===== src/idu_config.svh =====
// Decode unit widths, register numbers and opcode values
`ifndef IDU_CONFIG_SVH
`define IDU_CONFIG_SVH

// Datapath and address widths, PC is a word address of IDU_AW-2 bits
`define IDU_DW          32
`define IDU_AW          32
`define IDU_REG_AW      5
`define IDU_REGNO_LNK   1

// One-hot operation bus widths
`define IDU_ALU_OPW     17
`define IDU_EPU_OPW     6

// Opcode map, 0 and everything above 36 are unassigned
`define IDU_OP_AND        7'd1
`define IDU_OP_AND_I      7'd2
`define IDU_OP_OR         7'd3
`define IDU_OP_OR_I       7'd4
`define IDU_OP_XOR        7'd5
`define IDU_OP_XOR_I      7'd6
`define IDU_OP_LSL        7'd7
`define IDU_OP_LSL_I      7'd8
`define IDU_OP_LSR        7'd9
`define IDU_OP_LSR_I      7'd10
`define IDU_OP_ASR        7'd11
`define IDU_OP_ASR_I      7'd12
`define IDU_OP_ADD        7'd13
`define IDU_OP_ADD_I      7'd14
`define IDU_OP_SUB        7'd15
`define IDU_OP_MHI        7'd16
`define IDU_OP_JMP_I      7'd17
`define IDU_OP_JMP_LNK_I  7'd18
`define IDU_OP_JMP        7'd19
`define IDU_OP_BEQ        7'd20
`define IDU_OP_BNE        7'd21
`define IDU_OP_BLT        7'd22
`define IDU_OP_BLTU       7'd23
`define IDU_OP_BGE        7'd24
`define IDU_OP_BGEU       7'd25
`define IDU_OP_LDB        7'd26
`define IDU_OP_LDBU       7'd27
`define IDU_OP_LDH        7'd28
`define IDU_OP_LDHU       7'd29
`define IDU_OP_LDWU       7'd30
`define IDU_OP_STB        7'd31
`define IDU_OP_STH        7'd32
`define IDU_OP_STW        7'd33
`define IDU_OP_MBARR      7'd34
`define IDU_OP_SYSCALL    7'd35
`define IDU_OP_RET        7'd36

`endif


===== src/idu_isa_pkg.sv =====
// Instruction encoding types of the decode unit
`default_nettype none
`include "idu_config.svh"

package idu_isa_pkg;

   typedef logic [6:0]              opcode_t;
   typedef logic [`IDU_REG_AW-1:0]  reg_addr_t;
   typedef logic [`IDU_AW-3:0]      pc_t;
   typedef logic [`IDU_DW-1:0]      insn_t;

   // Fetch exception flags
   typedef logic [2:0]              exc_t;
   localparam int EXC_ITLB = 0;
   localparam int EXC_IPF  = 1;
   localparam int EXC_IRQ  = 2;

   // Immediate fields as they sit in the instruction word
   typedef logic [14:0]             imm15_t;
   typedef logic [16:0]             imm17_t;
   typedef logic [24:0]             rel25_t;

endpackage

`default_nettype wire


===== src/idu_uop_pkg.sv =====
// Decoded micro-operation types of the decode unit
`default_nettype none
`include "idu_config.svh"

package idu_uop_pkg;

   // ALU operation bus, one bit per operation
   typedef logic [`IDU_ALU_OPW-1:0] alu_opc_t;
   localparam int ALU_AND    = 0;
   localparam int ALU_OR     = 1;
   localparam int ALU_XOR    = 2;
   localparam int ALU_LSL    = 3;
   localparam int ALU_LSR    = 4;
   localparam int ALU_ASR    = 5;
   localparam int ALU_ADD    = 6;
   localparam int ALU_SUB    = 7;
   localparam int ALU_MHI    = 8;
   localparam int ALU_BEQ    = 9;
   localparam int ALU_BNE    = 10;
   localparam int ALU_BLT    = 11;
   localparam int ALU_BLTU   = 12;
   localparam int ALU_BGE    = 13;
   localparam int ALU_BGEU   = 14;
   localparam int ALU_JMPREL = 15;
   localparam int ALU_JMPREG = 16;

   // Exception unit bus, EINSN marks an instruction to be emulated
   typedef logic [`IDU_EPU_OPW-1:0] epu_opc_t;
   localparam int EPU_ESYSCALL = 0;
   localparam int EPU_ERET     = 1;
   localparam int EPU_EITM     = 2;
   localparam int EPU_EIPF     = 3;
   localparam int EPU_EIRQ     = 4;
   localparam int EPU_EINSN    = 5;

   typedef enum logic [2:0] {
      MEM_NONE = 3'd0,
      MEM_BYTE = 3'd1,
      MEM_HALF = 3'd2,
      MEM_WORD = 3'd3
   } mem_size_e;

   typedef enum logic [2:0] {
      IMM_NONE,
      IMM_SIMM15,
      IMM_UIMM15,
      IMM_UIMM17,
      IMM_REL25
   } imm_kind_e;

   typedef logic [`IDU_DW-1:0] data_t;

endpackage

`default_nettype wire


===== src/idu_classify_stage.sv =====
// First decode stage, matches the opcode and registers the operation class
`timescale 1ns/1ps
`default_nettype none
`include "idu_config.svh"

module idu_classify_stage
(
   input  logic                   clk,
   input  logic                   arst_n_i,
   input  logic                   flush_i,
   input  logic                   valid_i,
   input  idu_isa_pkg::insn_t     insn_i,
   input  idu_isa_pkg::pc_t       pc_i,
   input  idu_isa_pkg::exc_t      exc_i,
   input  logic                   ready_i,
   output logic                   ready_o,
   output logic                   valid_o,
   output idu_isa_pkg::pc_t       pc_o,
   output idu_uop_pkg::alu_opc_t  alu_opc_o,
   output idu_uop_pkg::epu_opc_t  epu_opc_o,
   output idu_uop_pkg::mem_size_e load_size_o,
   output idu_uop_pkg::mem_size_e store_size_o,
   output logic                   sign_ext_o,
   output logic                   barr_o,
   output idu_isa_pkg::reg_addr_t rs1_addr_o,
   output idu_isa_pkg::reg_addr_t rs2_addr_o,
   output idu_isa_pkg::reg_addr_t rd_addr_o,
   output idu_isa_pkg::imm15_t    imm15_o,
   output idu_isa_pkg::imm17_t    imm17_o,
   output idu_isa_pkg::rel25_t    rel25_o,
   output idu_uop_pkg::imm_kind_e imm_kind_o,
   output logic                   no_rops_o,
   output logic                   rd_as_rs2_o,
   output logic                   not_wb_o
);

   import idu_isa_pkg::*;
   import idu_uop_pkg::*;

   opcode_t   opcode;
   alu_opc_t  alu_opc;
   epu_opc_t  epu_opc;
   mem_size_e load_size;
   mem_size_e store_size;
   imm_kind_e imm_kind;
   logic      barr;
   logic      sign_ext;
   logic      op_syscall;
   logic      op_ret;
   logic      op_jmp_i;
   logic      op_jmp_lnk_i;
   logic      is_load;
   logic      is_store;
   logic      is_bcc;
   logic      is_simm15;
   logic      is_uimm15;
   logic      load;

   // A faulting fetch decodes as opcode 0 so only its EPU bits survive
   assign opcode = (|exc_i) ? '0 : insn_i[6:0];

   always_comb
   begin
      alu_opc = '0;
      load_size = MEM_NONE;
      store_size = MEM_NONE;
      barr = 1'b0;
      op_syscall = 1'b0;
      op_ret = 1'b0;
      case (opcode)
         `IDU_OP_AND, `IDU_OP_AND_I:     alu_opc[ALU_AND] = 1'b1;
         `IDU_OP_OR, `IDU_OP_OR_I:       alu_opc[ALU_OR] = 1'b1;
         `IDU_OP_XOR, `IDU_OP_XOR_I:     alu_opc[ALU_XOR] = 1'b1;
         `IDU_OP_LSL, `IDU_OP_LSL_I:     alu_opc[ALU_LSL] = 1'b1;
         `IDU_OP_LSR, `IDU_OP_LSR_I:     alu_opc[ALU_LSR] = 1'b1;
         `IDU_OP_ASR, `IDU_OP_ASR_I:     alu_opc[ALU_ASR] = 1'b1;
         `IDU_OP_ADD, `IDU_OP_ADD_I:     alu_opc[ALU_ADD] = 1'b1;
         `IDU_OP_SUB:                    alu_opc[ALU_SUB] = 1'b1;
         `IDU_OP_MHI:                    alu_opc[ALU_MHI] = 1'b1;
         `IDU_OP_JMP_I, `IDU_OP_JMP_LNK_I: alu_opc[ALU_JMPREL] = 1'b1;
         `IDU_OP_JMP:                    alu_opc[ALU_JMPREG] = 1'b1;
         `IDU_OP_BEQ:                    alu_opc[ALU_BEQ] = 1'b1;
         `IDU_OP_BNE:                    alu_opc[ALU_BNE] = 1'b1;
         `IDU_OP_BLT:                    alu_opc[ALU_BLT] = 1'b1;
         `IDU_OP_BLTU:                   alu_opc[ALU_BLTU] = 1'b1;
         `IDU_OP_BGE:                    alu_opc[ALU_BGE] = 1'b1;
         `IDU_OP_BGEU:                   alu_opc[ALU_BGEU] = 1'b1;
         `IDU_OP_LDB, `IDU_OP_LDBU:      load_size = MEM_BYTE;
         `IDU_OP_LDH, `IDU_OP_LDHU:      load_size = MEM_HALF;
         `IDU_OP_LDWU:                   load_size = MEM_WORD;
         `IDU_OP_STB:                    store_size = MEM_BYTE;
         `IDU_OP_STH:                    store_size = MEM_HALF;
         `IDU_OP_STW:                    store_size = MEM_WORD;
         `IDU_OP_MBARR:                  barr = 1'b1;
         `IDU_OP_SYSCALL:                op_syscall = 1'b1;
         `IDU_OP_RET:                    op_ret = 1'b1;
         default:                        ;
      endcase
   end

   assign sign_ext = (opcode == `IDU_OP_LDB) || (opcode == `IDU_OP_LDH);
   assign op_jmp_i = (opcode == `IDU_OP_JMP_I);
   assign op_jmp_lnk_i = (opcode == `IDU_OP_JMP_LNK_I);
   assign is_load = (load_size != MEM_NONE);
   assign is_store = (store_size != MEM_NONE);
   assign is_bcc = |alu_opc[ALU_BGEU:ALU_BEQ];

   // Loads and stores take a signed offset
   assign is_simm15 = (opcode inside {`IDU_OP_XOR_I, `IDU_OP_ADD_I}) | is_load | is_store;
   assign is_uimm15 = opcode inside {`IDU_OP_AND_I, `IDU_OP_OR_I, `IDU_OP_LSL_I,
                                     `IDU_OP_LSR_I, `IDU_OP_ASR_I};
   assign imm_kind = is_simm15 ? IMM_SIMM15 :
                     is_uimm15 ? IMM_UIMM15 :
                     alu_opc[ALU_MHI] ? IMM_UIMM17 :
                     alu_opc[ALU_JMPREL] ? IMM_REL25 : IMM_NONE;

   always_comb
   begin
      epu_opc = '0;
      epu_opc[EPU_ESYSCALL] = op_syscall;
      epu_opc[EPU_ERET] = op_ret;
      epu_opc[EPU_EITM] = exc_i[EXC_ITLB];
      epu_opc[EPU_EIPF] = exc_i[EXC_IPF];
      epu_opc[EPU_EIRQ] = exc_i[EXC_IRQ];
      // Nothing else claimed it, so the instruction is emulated
      epu_opc[EPU_EINSN] = ~((|alu_opc) | is_load | is_store | barr | (|epu_opc));
   end

   assign ready_o = ~flush_i & (~valid_o | ready_i);
   assign load = valid_i & ready_o;

   always_ff @(posedge clk or negedge arst_n_i)
   begin
      if (!arst_n_i)
      begin
         valid_o <= 1'b0;
         alu_opc_o <= '0;
         epu_opc_o <= '0;
         load_size_o <= MEM_NONE;
         store_size_o <= MEM_NONE;
         sign_ext_o <= 1'b0;
         barr_o <= 1'b0;
      end
      else
      begin
         if (flush_i)
            valid_o <= 1'b0;
         else if (ready_o)
            valid_o <= valid_i;
         if (load)
         begin
            alu_opc_o <= alu_opc;
            epu_opc_o <= epu_opc;
            load_size_o <= load_size;
            store_size_o <= store_size;
            sign_ext_o <= sign_ext;
            barr_o <= barr;
         end
      end
   end

   always_ff @(posedge clk)
   begin
      if (load)
      begin
         pc_o <= pc_i;
         rs1_addr_o <= insn_i[16:12];
         rs2_addr_o <= insn_i[21:17];
         rd_addr_o <= op_jmp_lnk_i ? reg_addr_t'(`IDU_REGNO_LNK) : insn_i[11:7];
         imm15_o <= insn_i[31:17];
         imm17_o <= insn_i[28:12];
         rel25_o <= insn_i[31:7];
         imm_kind_o <= imm_kind;
         no_rops_o <= alu_opc[ALU_MHI] | alu_opc[ALU_JMPREL] | barr | op_syscall | op_ret;
         rd_as_rs2_o <= is_store | is_bcc;
         not_wb_o <= op_jmp_i | is_bcc | is_store | barr | (|epu_opc);
      end
   end

   // Opcode groups must never overlap on the ALU bus
   a_alu_onehot: assert property (@(posedge clk) disable iff (!arst_n_i)
      valid_o |-> $onehot0(alu_opc_o));

endmodule

`default_nettype wire


===== src/idu_operand_stage.sv =====
// Second decode stage, register reads, immediate and writeback request
`timescale 1ns/1ps
`default_nettype none
`include "idu_config.svh"

module idu_operand_stage
(
   input  logic                   clk,
   input  logic                   arst_n_i,
   input  logic                   flush_i,
   input  logic                   valid_i,
   input  idu_isa_pkg::pc_t       pc_i,
   input  idu_uop_pkg::alu_opc_t  alu_opc_i,
   input  idu_uop_pkg::epu_opc_t  epu_opc_i,
   input  idu_uop_pkg::mem_size_e load_size_i,
   input  idu_uop_pkg::mem_size_e store_size_i,
   input  logic                   sign_ext_i,
   input  logic                   barr_i,
   input  idu_isa_pkg::reg_addr_t rs1_addr_i,
   input  idu_isa_pkg::reg_addr_t rs2_addr_i,
   input  idu_isa_pkg::reg_addr_t rd_addr_i,
   input  idu_isa_pkg::imm15_t    imm15_i,
   input  idu_isa_pkg::imm17_t    imm17_i,
   input  idu_isa_pkg::rel25_t    rel25_i,
   input  idu_uop_pkg::imm_kind_e imm_kind_i,
   input  logic                   no_rops_i,
   input  logic                   rd_as_rs2_i,
   input  logic                   not_wb_i,
   input  logic                   ready_i,
   output logic                   ready_o,
   output logic                   valid_o,
   output idu_isa_pkg::pc_t       pc_o,
   output idu_uop_pkg::alu_opc_t  alu_opc_o,
   output idu_uop_pkg::epu_opc_t  epu_opc_o,
   output idu_uop_pkg::mem_size_e load_size_o,
   output idu_uop_pkg::mem_size_e store_size_o,
   output logic                   sign_ext_o,
   output logic                   barr_o,
   output logic                   rs1_re_o,
   output idu_isa_pkg::reg_addr_t rs1_addr_o,
   output logic                   rs2_re_o,
   output idu_isa_pkg::reg_addr_t rs2_addr_o,
   output idu_uop_pkg::data_t     imm_o,
   output logic                   rd_we_o,
   output idu_isa_pkg::reg_addr_t rd_addr_o
);

   import idu_uop_pkg::*;

   data_t imm;
   logic  load;

   always_comb
   begin
      case (imm_kind_i)
         IMM_SIMM15: imm = {{(`IDU_DW-15){imm15_i[14]}}, imm15_i};
         IMM_UIMM15: imm = {{(`IDU_DW-15){1'b0}}, imm15_i};
         IMM_UIMM17: imm = {{(`IDU_DW-17){1'b0}}, imm17_i};
         // Word offset turned into a byte offset
         IMM_REL25:  imm = {{(`IDU_DW-27){rel25_i[24]}}, rel25_i, 2'b00};
         default:    imm = '0;
      endcase
   end

   assign ready_o = ~flush_i & (~valid_o | ready_i);
   assign load = valid_i & ready_o;

   always_ff @(posedge clk or negedge arst_n_i)
   begin
      if (!arst_n_i)
      begin
         valid_o <= 1'b0;
         alu_opc_o <= '0;
         epu_opc_o <= '0;
         load_size_o <= MEM_NONE;
         store_size_o <= MEM_NONE;
         sign_ext_o <= 1'b0;
         barr_o <= 1'b0;
         rs1_re_o <= 1'b0;
         rs2_re_o <= 1'b0;
         rd_we_o <= 1'b0;
      end
      else
      begin
         if (flush_i)
            valid_o <= 1'b0;
         else if (ready_o)
            valid_o <= valid_i;
         if (load)
         begin
            alu_opc_o <= alu_opc_i;
            epu_opc_o <= epu_opc_i;
            load_size_o <= load_size_i;
            store_size_o <= store_size_i;
            sign_ext_o <= sign_ext_i;
            barr_o <= barr_i;
            rs1_re_o <= ~no_rops_i;
            // Stores and branches compare or store the rd register
            rs2_re_o <= rd_as_rs2_i | ((imm_kind_i == IMM_NONE) & ~no_rops_i);
            // r0 is hardwired, never written
            rd_we_o <= ~not_wb_i & (|rd_addr_i);
         end
      end
   end

   always_ff @(posedge clk)
   begin
      if (load)
      begin
         pc_o <= pc_i;
         rs1_addr_o <= rs1_addr_i;
         rs2_addr_o <= rd_as_rs2_i ? rd_addr_i : rs2_addr_i;
         imm_o <= imm;
         rd_addr_o <= rd_addr_i;
      end
   end

   // A stalled output word may not change until the consumer takes it
   a_hold: assert property (@(posedge clk) disable iff (!arst_n_i)
      (valid_o && !ready_i && !flush_i) |=> valid_o &&
      $stable({pc_o, alu_opc_o, epu_opc_o, load_size_o, store_size_o, sign_ext_o, barr_o,
               rs1_re_o, rs1_addr_o, rs2_re_o, rs2_addr_o, imm_o, rd_we_o, rd_addr_o}));

endmodule

`default_nettype wire


===== src/idu_top.sv =====
// Instruction decode unit, classify stage followed by operand stage
`timescale 1ns/1ps
`default_nettype none

module idu_top
(
   input  logic                   clk,
   input  logic                   arst_n_i,
   input  logic                   flush_i,
   input  logic                   valid_i,
   input  idu_isa_pkg::insn_t     insn_i,
   input  idu_isa_pkg::pc_t       pc_i,
   input  idu_isa_pkg::exc_t      exc_i,
   input  logic                   ready_i,
   output logic                   ready_o,
   output logic                   valid_o,
   output idu_isa_pkg::pc_t       pc_o,
   output idu_uop_pkg::alu_opc_t  alu_opc_o,
   output idu_uop_pkg::epu_opc_t  epu_opc_o,
   output idu_uop_pkg::mem_size_e load_size_o,
   output idu_uop_pkg::mem_size_e store_size_o,
   output logic                   sign_ext_o,
   output logic                   barr_o,
   output logic                   rs1_re_o,
   output idu_isa_pkg::reg_addr_t rs1_addr_o,
   output logic                   rs2_re_o,
   output idu_isa_pkg::reg_addr_t rs2_addr_o,
   output idu_uop_pkg::data_t     imm_o,
   output logic                   rd_we_o,
   output idu_isa_pkg::reg_addr_t rd_addr_o
);

   import idu_isa_pkg::*;
   import idu_uop_pkg::*;

   // Class payload between the two stages
   logic      cls_valid;
   logic      cls_ready;
   pc_t       cls_pc;
   alu_opc_t  cls_alu_opc;
   epu_opc_t  cls_epu_opc;
   mem_size_e cls_load_size;
   mem_size_e cls_store_size;
   logic      cls_sign_ext;
   logic      cls_barr;
   reg_addr_t cls_rs1_addr;
   reg_addr_t cls_rs2_addr;
   reg_addr_t cls_rd_addr;
   imm15_t    cls_imm15;
   imm17_t    cls_imm17;
   rel25_t    cls_rel25;
   imm_kind_e cls_imm_kind;
   logic      cls_no_rops;
   logic      cls_rd_as_rs2;
   logic      cls_not_wb;

   idu_classify_stage u_classify
   (
      .clk          (clk),
      .arst_n_i     (arst_n_i),
      .flush_i      (flush_i),
      .valid_i      (valid_i),
      .insn_i       (insn_i),
      .pc_i         (pc_i),
      .exc_i        (exc_i),
      .ready_i      (cls_ready),
      .ready_o      (ready_o),
      .valid_o      (cls_valid),
      .pc_o         (cls_pc),
      .alu_opc_o    (cls_alu_opc),
      .epu_opc_o    (cls_epu_opc),
      .load_size_o  (cls_load_size),
      .store_size_o (cls_store_size),
      .sign_ext_o   (cls_sign_ext),
      .barr_o       (cls_barr),
      .rs1_addr_o   (cls_rs1_addr),
      .rs2_addr_o   (cls_rs2_addr),
      .rd_addr_o    (cls_rd_addr),
      .imm15_o      (cls_imm15),
      .imm17_o      (cls_imm17),
      .rel25_o      (cls_rel25),
      .imm_kind_o   (cls_imm_kind),
      .no_rops_o    (cls_no_rops),
      .rd_as_rs2_o  (cls_rd_as_rs2),
      .not_wb_o     (cls_not_wb)
   );

   idu_operand_stage u_operand
   (
      .clk          (clk),
      .arst_n_i     (arst_n_i),
      .flush_i      (flush_i),
      .valid_i      (cls_valid),
      .pc_i         (cls_pc),
      .alu_opc_i    (cls_alu_opc),
      .epu_opc_i    (cls_epu_opc),
      .load_size_i  (cls_load_size),
      .store_size_i (cls_store_size),
      .sign_ext_i   (cls_sign_ext),
      .barr_i       (cls_barr),
      .rs1_addr_i   (cls_rs1_addr),
      .rs2_addr_i   (cls_rs2_addr),
      .rd_addr_i    (cls_rd_addr),
      .imm15_i      (cls_imm15),
      .imm17_i      (cls_imm17),
      .rel25_i      (cls_rel25),
      .imm_kind_i   (cls_imm_kind),
      .no_rops_i    (cls_no_rops),
      .rd_as_rs2_i  (cls_rd_as_rs2),
      .not_wb_i     (cls_not_wb),
      .ready_i      (ready_i),
      .ready_o      (cls_ready),
      .valid_o      (valid_o),
      .pc_o         (pc_o),
      .alu_opc_o    (alu_opc_o),
      .epu_opc_o    (epu_opc_o),
      .load_size_o  (load_size_o),
      .store_size_o (store_size_o),
      .sign_ext_o   (sign_ext_o),
      .barr_o       (barr_o),
      .rs1_re_o     (rs1_re_o),
      .rs1_addr_o   (rs1_addr_o),
      .rs2_re_o     (rs2_re_o),
      .rs2_addr_o   (rs2_addr_o),
      .imm_o        (imm_o),
      .rd_we_o      (rd_we_o),
      .rd_addr_o    (rd_addr_o)
   );

endmodule

`default_nettype wire


===== config.mk =====
export PLATFORM = sky130hd
export DESIGN_NAME = idu_top
export DESIGN_NICKNAME = d
export VERILOG_FILES = /design/src/idu_isa_pkg.sv /design/src/idu_uop_pkg.sv /design/src/idu_classify_stage.sv /design/src/idu_operand_stage.sv /design/src/idu_top.sv
export VERILOG_INCLUDE_DIRS = /design/src
export SDC_FILE = /design/constraint.sdc
export NUM_CORES = 1
export LEC_CHECK = 0
export BUFFER_PORTS_ARGS = -buffer_cell sky130_fd_sc_hd__buf_2
export CAP_MARGIN = 20
export CORE_MARGIN = 3
export CORE_UTILIZATION = 50
export DETAILED_ROUTE_END_ITERATION = 6
export PLACE_DENSITY_LB_ADDON = 0.08
export SYNTH_ARGS = -nofsm -noshare
export SYNTH_HDL_FRONTEND = slang
export SYNTH_SLANG_ARGS = --single-unit

===== constraint.sdc =====
create_clock -name clk -period 3.1 [get_ports clk]
set_input_delay 0.62 -clock clk [delete_from_list [all_inputs] [get_ports clk]]
set_output_delay 0.62 -clock clk [all_outputs]
set_load 0.005 [all_outputs]

==> summary.txt <==
Run status
  • Outcome: finished, final reports clean

Global route
  • Initial antenna violation count: 0
  • All-layer global routing usage: 18.8%
  • Pin count of the biggest net entering global routing: between 100 and 150
  • First-pass GRT wire length: around 25 mm
  • Final global-route overflow total: 0
  • Number of global-route vias before repair: 4756

Yosys
  • Register area share after synthesis: 73.6%
  • Async SR Flop Fraction: 31.3%
  • Synth cell types: between 50 and 60
  • Avg Inst Size Synth: 15.1 sq um
  • Post-synth EDFFs: 138
  • YS warnings: 0
  • Syn Inst Count: 514
  • Synthesized area: 7770 sq um
  • #FFs+latches synth: 201
  • Ys flop type: edfxtp_1

Final layout
  • FF/Latch Area: 5720 sq um
  • Finished Core Util: a little under two thirds
  • Most frequent cells in the layout: 180 x buf_2, 138 x edfxtp_1, 63 x dfrtp_1
  • Layout cells sized above 1: around 39%
  • Fillers: 1159
  • Diode count: 0
  • Multi-input gate area: approximately 1900 sq um
  • P&R area growth vs syn: 22.1%
  • Commonest non-fill, non-tap cell in the layout: buf_2
  • Final net count: 761

Clock tree
  • Clock sink count: 201
  • CTS HTree Levels: 1
  • Postcts setup bufs: 0
  • Post-cts sizing count: 0
  • Maximum buffer depth of the clock tree: 3
  • Clk root buf: clkbuf_16
  • Reg clk slew, reported paths: about 0.06 ns
  • CTS buffer count: 21
  • Clk_lat worst skew: 0.48 ns
  • CTS hold repair buffers: 0
  • TritonCTS clock tree: yes

Setup path
  • CP Cell Sequence: nor2b_1 > a21oi_1 > buf_2
  • R2R cell count: 5
  • Worst setup EP type: primary output
  • Crit-path slowest cell: dfrtp_1
  • Worst path arrival time: 1.44 ns
  • Worst r2r dst: u_classify.rel25_o[9]
  • Max FO, Critical Path: 4
  • Reg-to-Reg Start: u_operand.valid_o
  • CP Depth: 3
  • CP delay by family, top: flip-flops
  • Max incr delay on CP: 0.34 ns
  • Worst reg2reg setup slack: 1.07 ns
  • CP endpoint: ready_o
  • Worst setup startpoint: u_operand.valid_o
  • Buf/Inv on CP: 1
  • CP Class: register to primary output
  • CP Launch Type: register
  • CP required: 2.48 ns

Floorplanning
  • Die Wd: roughly 130 um
  • Core region area: 14900 sq um
  • Effective utilization at floorplan: approximately 52%
  • Row cnt: 44
  • Die outline area: 17100 sq um
  • I/O pins: ~180
  • Chip height: 131 um

Detailed routing
  • Initial drt markers: 372
  • Routed wire length: ~16 mm
  • Drt first pass iters: 5
  • DR WL/cell: 18.3 um
  • DR vias/cell: 5.50
  • Detail Route Antenna Nets: 0
  • Via count: 4879
  • Drt drc: 0

Hold path
  • Hold crit path type: input pin to async pin

STA
  • Worst rel slew slack: 55.1%
  • Worst Tran Pin Value: 0.673 ns
  • RSZ-0062 raised after global routing: no
  • Final Skew: 0.00756 ns
  • Final Hold Viols: 0
  • Final period util: 66.4%
  • Max Fclk: 0.486 GHz
  • Setup TNS: 0 ns
  • Min Tclk post-route: approximately 2 ns
  • Setup Viol. Count Final: 0
  • Slew Limit Fails: 0

Place
  • Routability cong.: between 0.8 and 0.9
  • Port Buffers: 180
  • Detail Placement HPWL: ~11 mm

Power and ir drop
  • Maximum vdd drop: about 0.00035 V
  • Pwr per Cell Area: approximately 600 nW/um^2
  • Leak Pwr: 4.00 nW

Run
  • MaxCap Viol Count: 0
[cells in the mapped netlist, types with 2 or more instances]
library cell / instances / area share (%)
a211oi_1: 2 / 0.19
a21o_1: 15 / 1.4
a21oi_1: 17 / 1.1
a22o_1: 2 / 0.23
a22oi_1: 6 / 0.58
a311oi_1: 4 / 0.45
and2_1: 4 / 0.32
and3_1: 5 / 0.40
buf_1: 2 / 0.097
buf_2: 4 / 0.26
buf_4: 7 / 0.68
clkbuf_1: 21 / 1.0
dfrtp_1: 63 / 20
edfxtp_1: 138 / 53
inv_1: 5 / 0.24
mux2_2: 47 / 6.8
mux2i_1: 4 / 0.52
nand2_1: 46 / 2.2
nand2b_1: 10 / 0.80
nand3_1: 8 / 0.52
nand3b_1: 2 / 0.19
nand4_1: 4 / 0.32
nor2_1: 21 / 1.0
nor2b_1: 6 / 0.48
nor3_1: 3 / 0.19
nor3b_1: 2 / 0.19
nor4_1: 4 / 0.32
o21ai_0: 17 / 1.1
o22ai_1: 2 / 0.16
o31ai_1: 15 / 1.4
o41ai_1: 4 / 0.45
or2_2: 2 / 0.16
xnor2_1: 2 / 0.23
[worst min-delay path by stage]
stage | to | slack (ns) | depth (start not counted)
floorplan | u_classify.alu_opc_o[0] | 0.32 | 0
global placement | u_operand.pc_o[15] | 0.40 | 0
detailed placement | u_operand.pc_o[4] | 0.40 | 0
CTS | u_classify.epu_opc_o[2] | 0.06 | 1
global route | u_classify.epu_opc_o[2] | 0.08 | 1
finish | u_operand.epu_opc_o[0] | 0.07 | 1
[cell families after synthesis]
logic type	count (synthesis)	share of synthesized area, %
compound gates	93	8.15
other cells	1	0.0482
flops	201	73.6
mux	51	7.32
xor+xnor	3	0.338
buf+inv	40	2.43
simple gates	125	8.11
[stage by stage]
step	instance area (sq um)	setup WS, ns	hold WS, ns	power, W	cells
after detailed placement	8830	0.799	0.405	0.00339	852
after global placement	8830	0.819	0.400	0.00338	852
after floorplan	7780	0.140	0.324	0.00322	515
after global routing	9490	0.933	0.0792	0.00595	887
final	9490	1.04	0.0683	0.00574	887
after CTS	9490	1.01	0.0640	0.00580	887
[power by group]
group	internal, W	switching [W]	leakage (nW)
Sequential	0.00298	0.0000451	2.14
Combinational	0.000131	0.000174	1.54
Clock	0.00142	0.000982	0.322
Total	0.00453	0.00120	4.00
[state kept, by name, summed over array words and instances (netlist names), 2 cells and up]
signal                   cells
u_operand.rs1_addr_o         5
u_classify.imm_kind_o        3
u_operand.alu_opc_o         17
u_classify.pc_o             30
u_classify.rel25_o          24
u_operand.epu_opc_o          6
u_classify.rd_addr_o         5
u_classify.load_size_o       2
u_operand.rd_addr_o          5
u_operand.store_size_o       2
u_classify.epu_opc_o         6
u_operand.imm_o             27
u_classify.store_size_o      2
u_operand.rs2_addr_o         5
u_classify.alu_opc_o        17
u_operand.load_size_o        2
u_operand.pc_o              30
[routing by layer]
metal | track usage [%] | share of wire (%) | wire length [um] | vias up
met5 | 0 | 0 | 0 | -
met1 | 25.5 | 42 | 6830 | 2362
met2 | 30.8 | 49 | 7890 | 206
met4 | 5.38 | 2.5 | 412 | 0
li1 | - | - | - | 2274
met3 | 4.31 | 6.8 | 1110 | 37
[layout make-up]
type | instances | area share [%]
inverter | 5 | 0.198
sequential | 201 | 60.3
multi-input combinational | 274 | 19.8
clock buffer | 23 | 5.72
tap | 184 | 2.43
clock inverter | 12 | 1.17
timing repair buffer | 188 | 10.4
No activity file was read; power rests on OpenSTA's default activity.
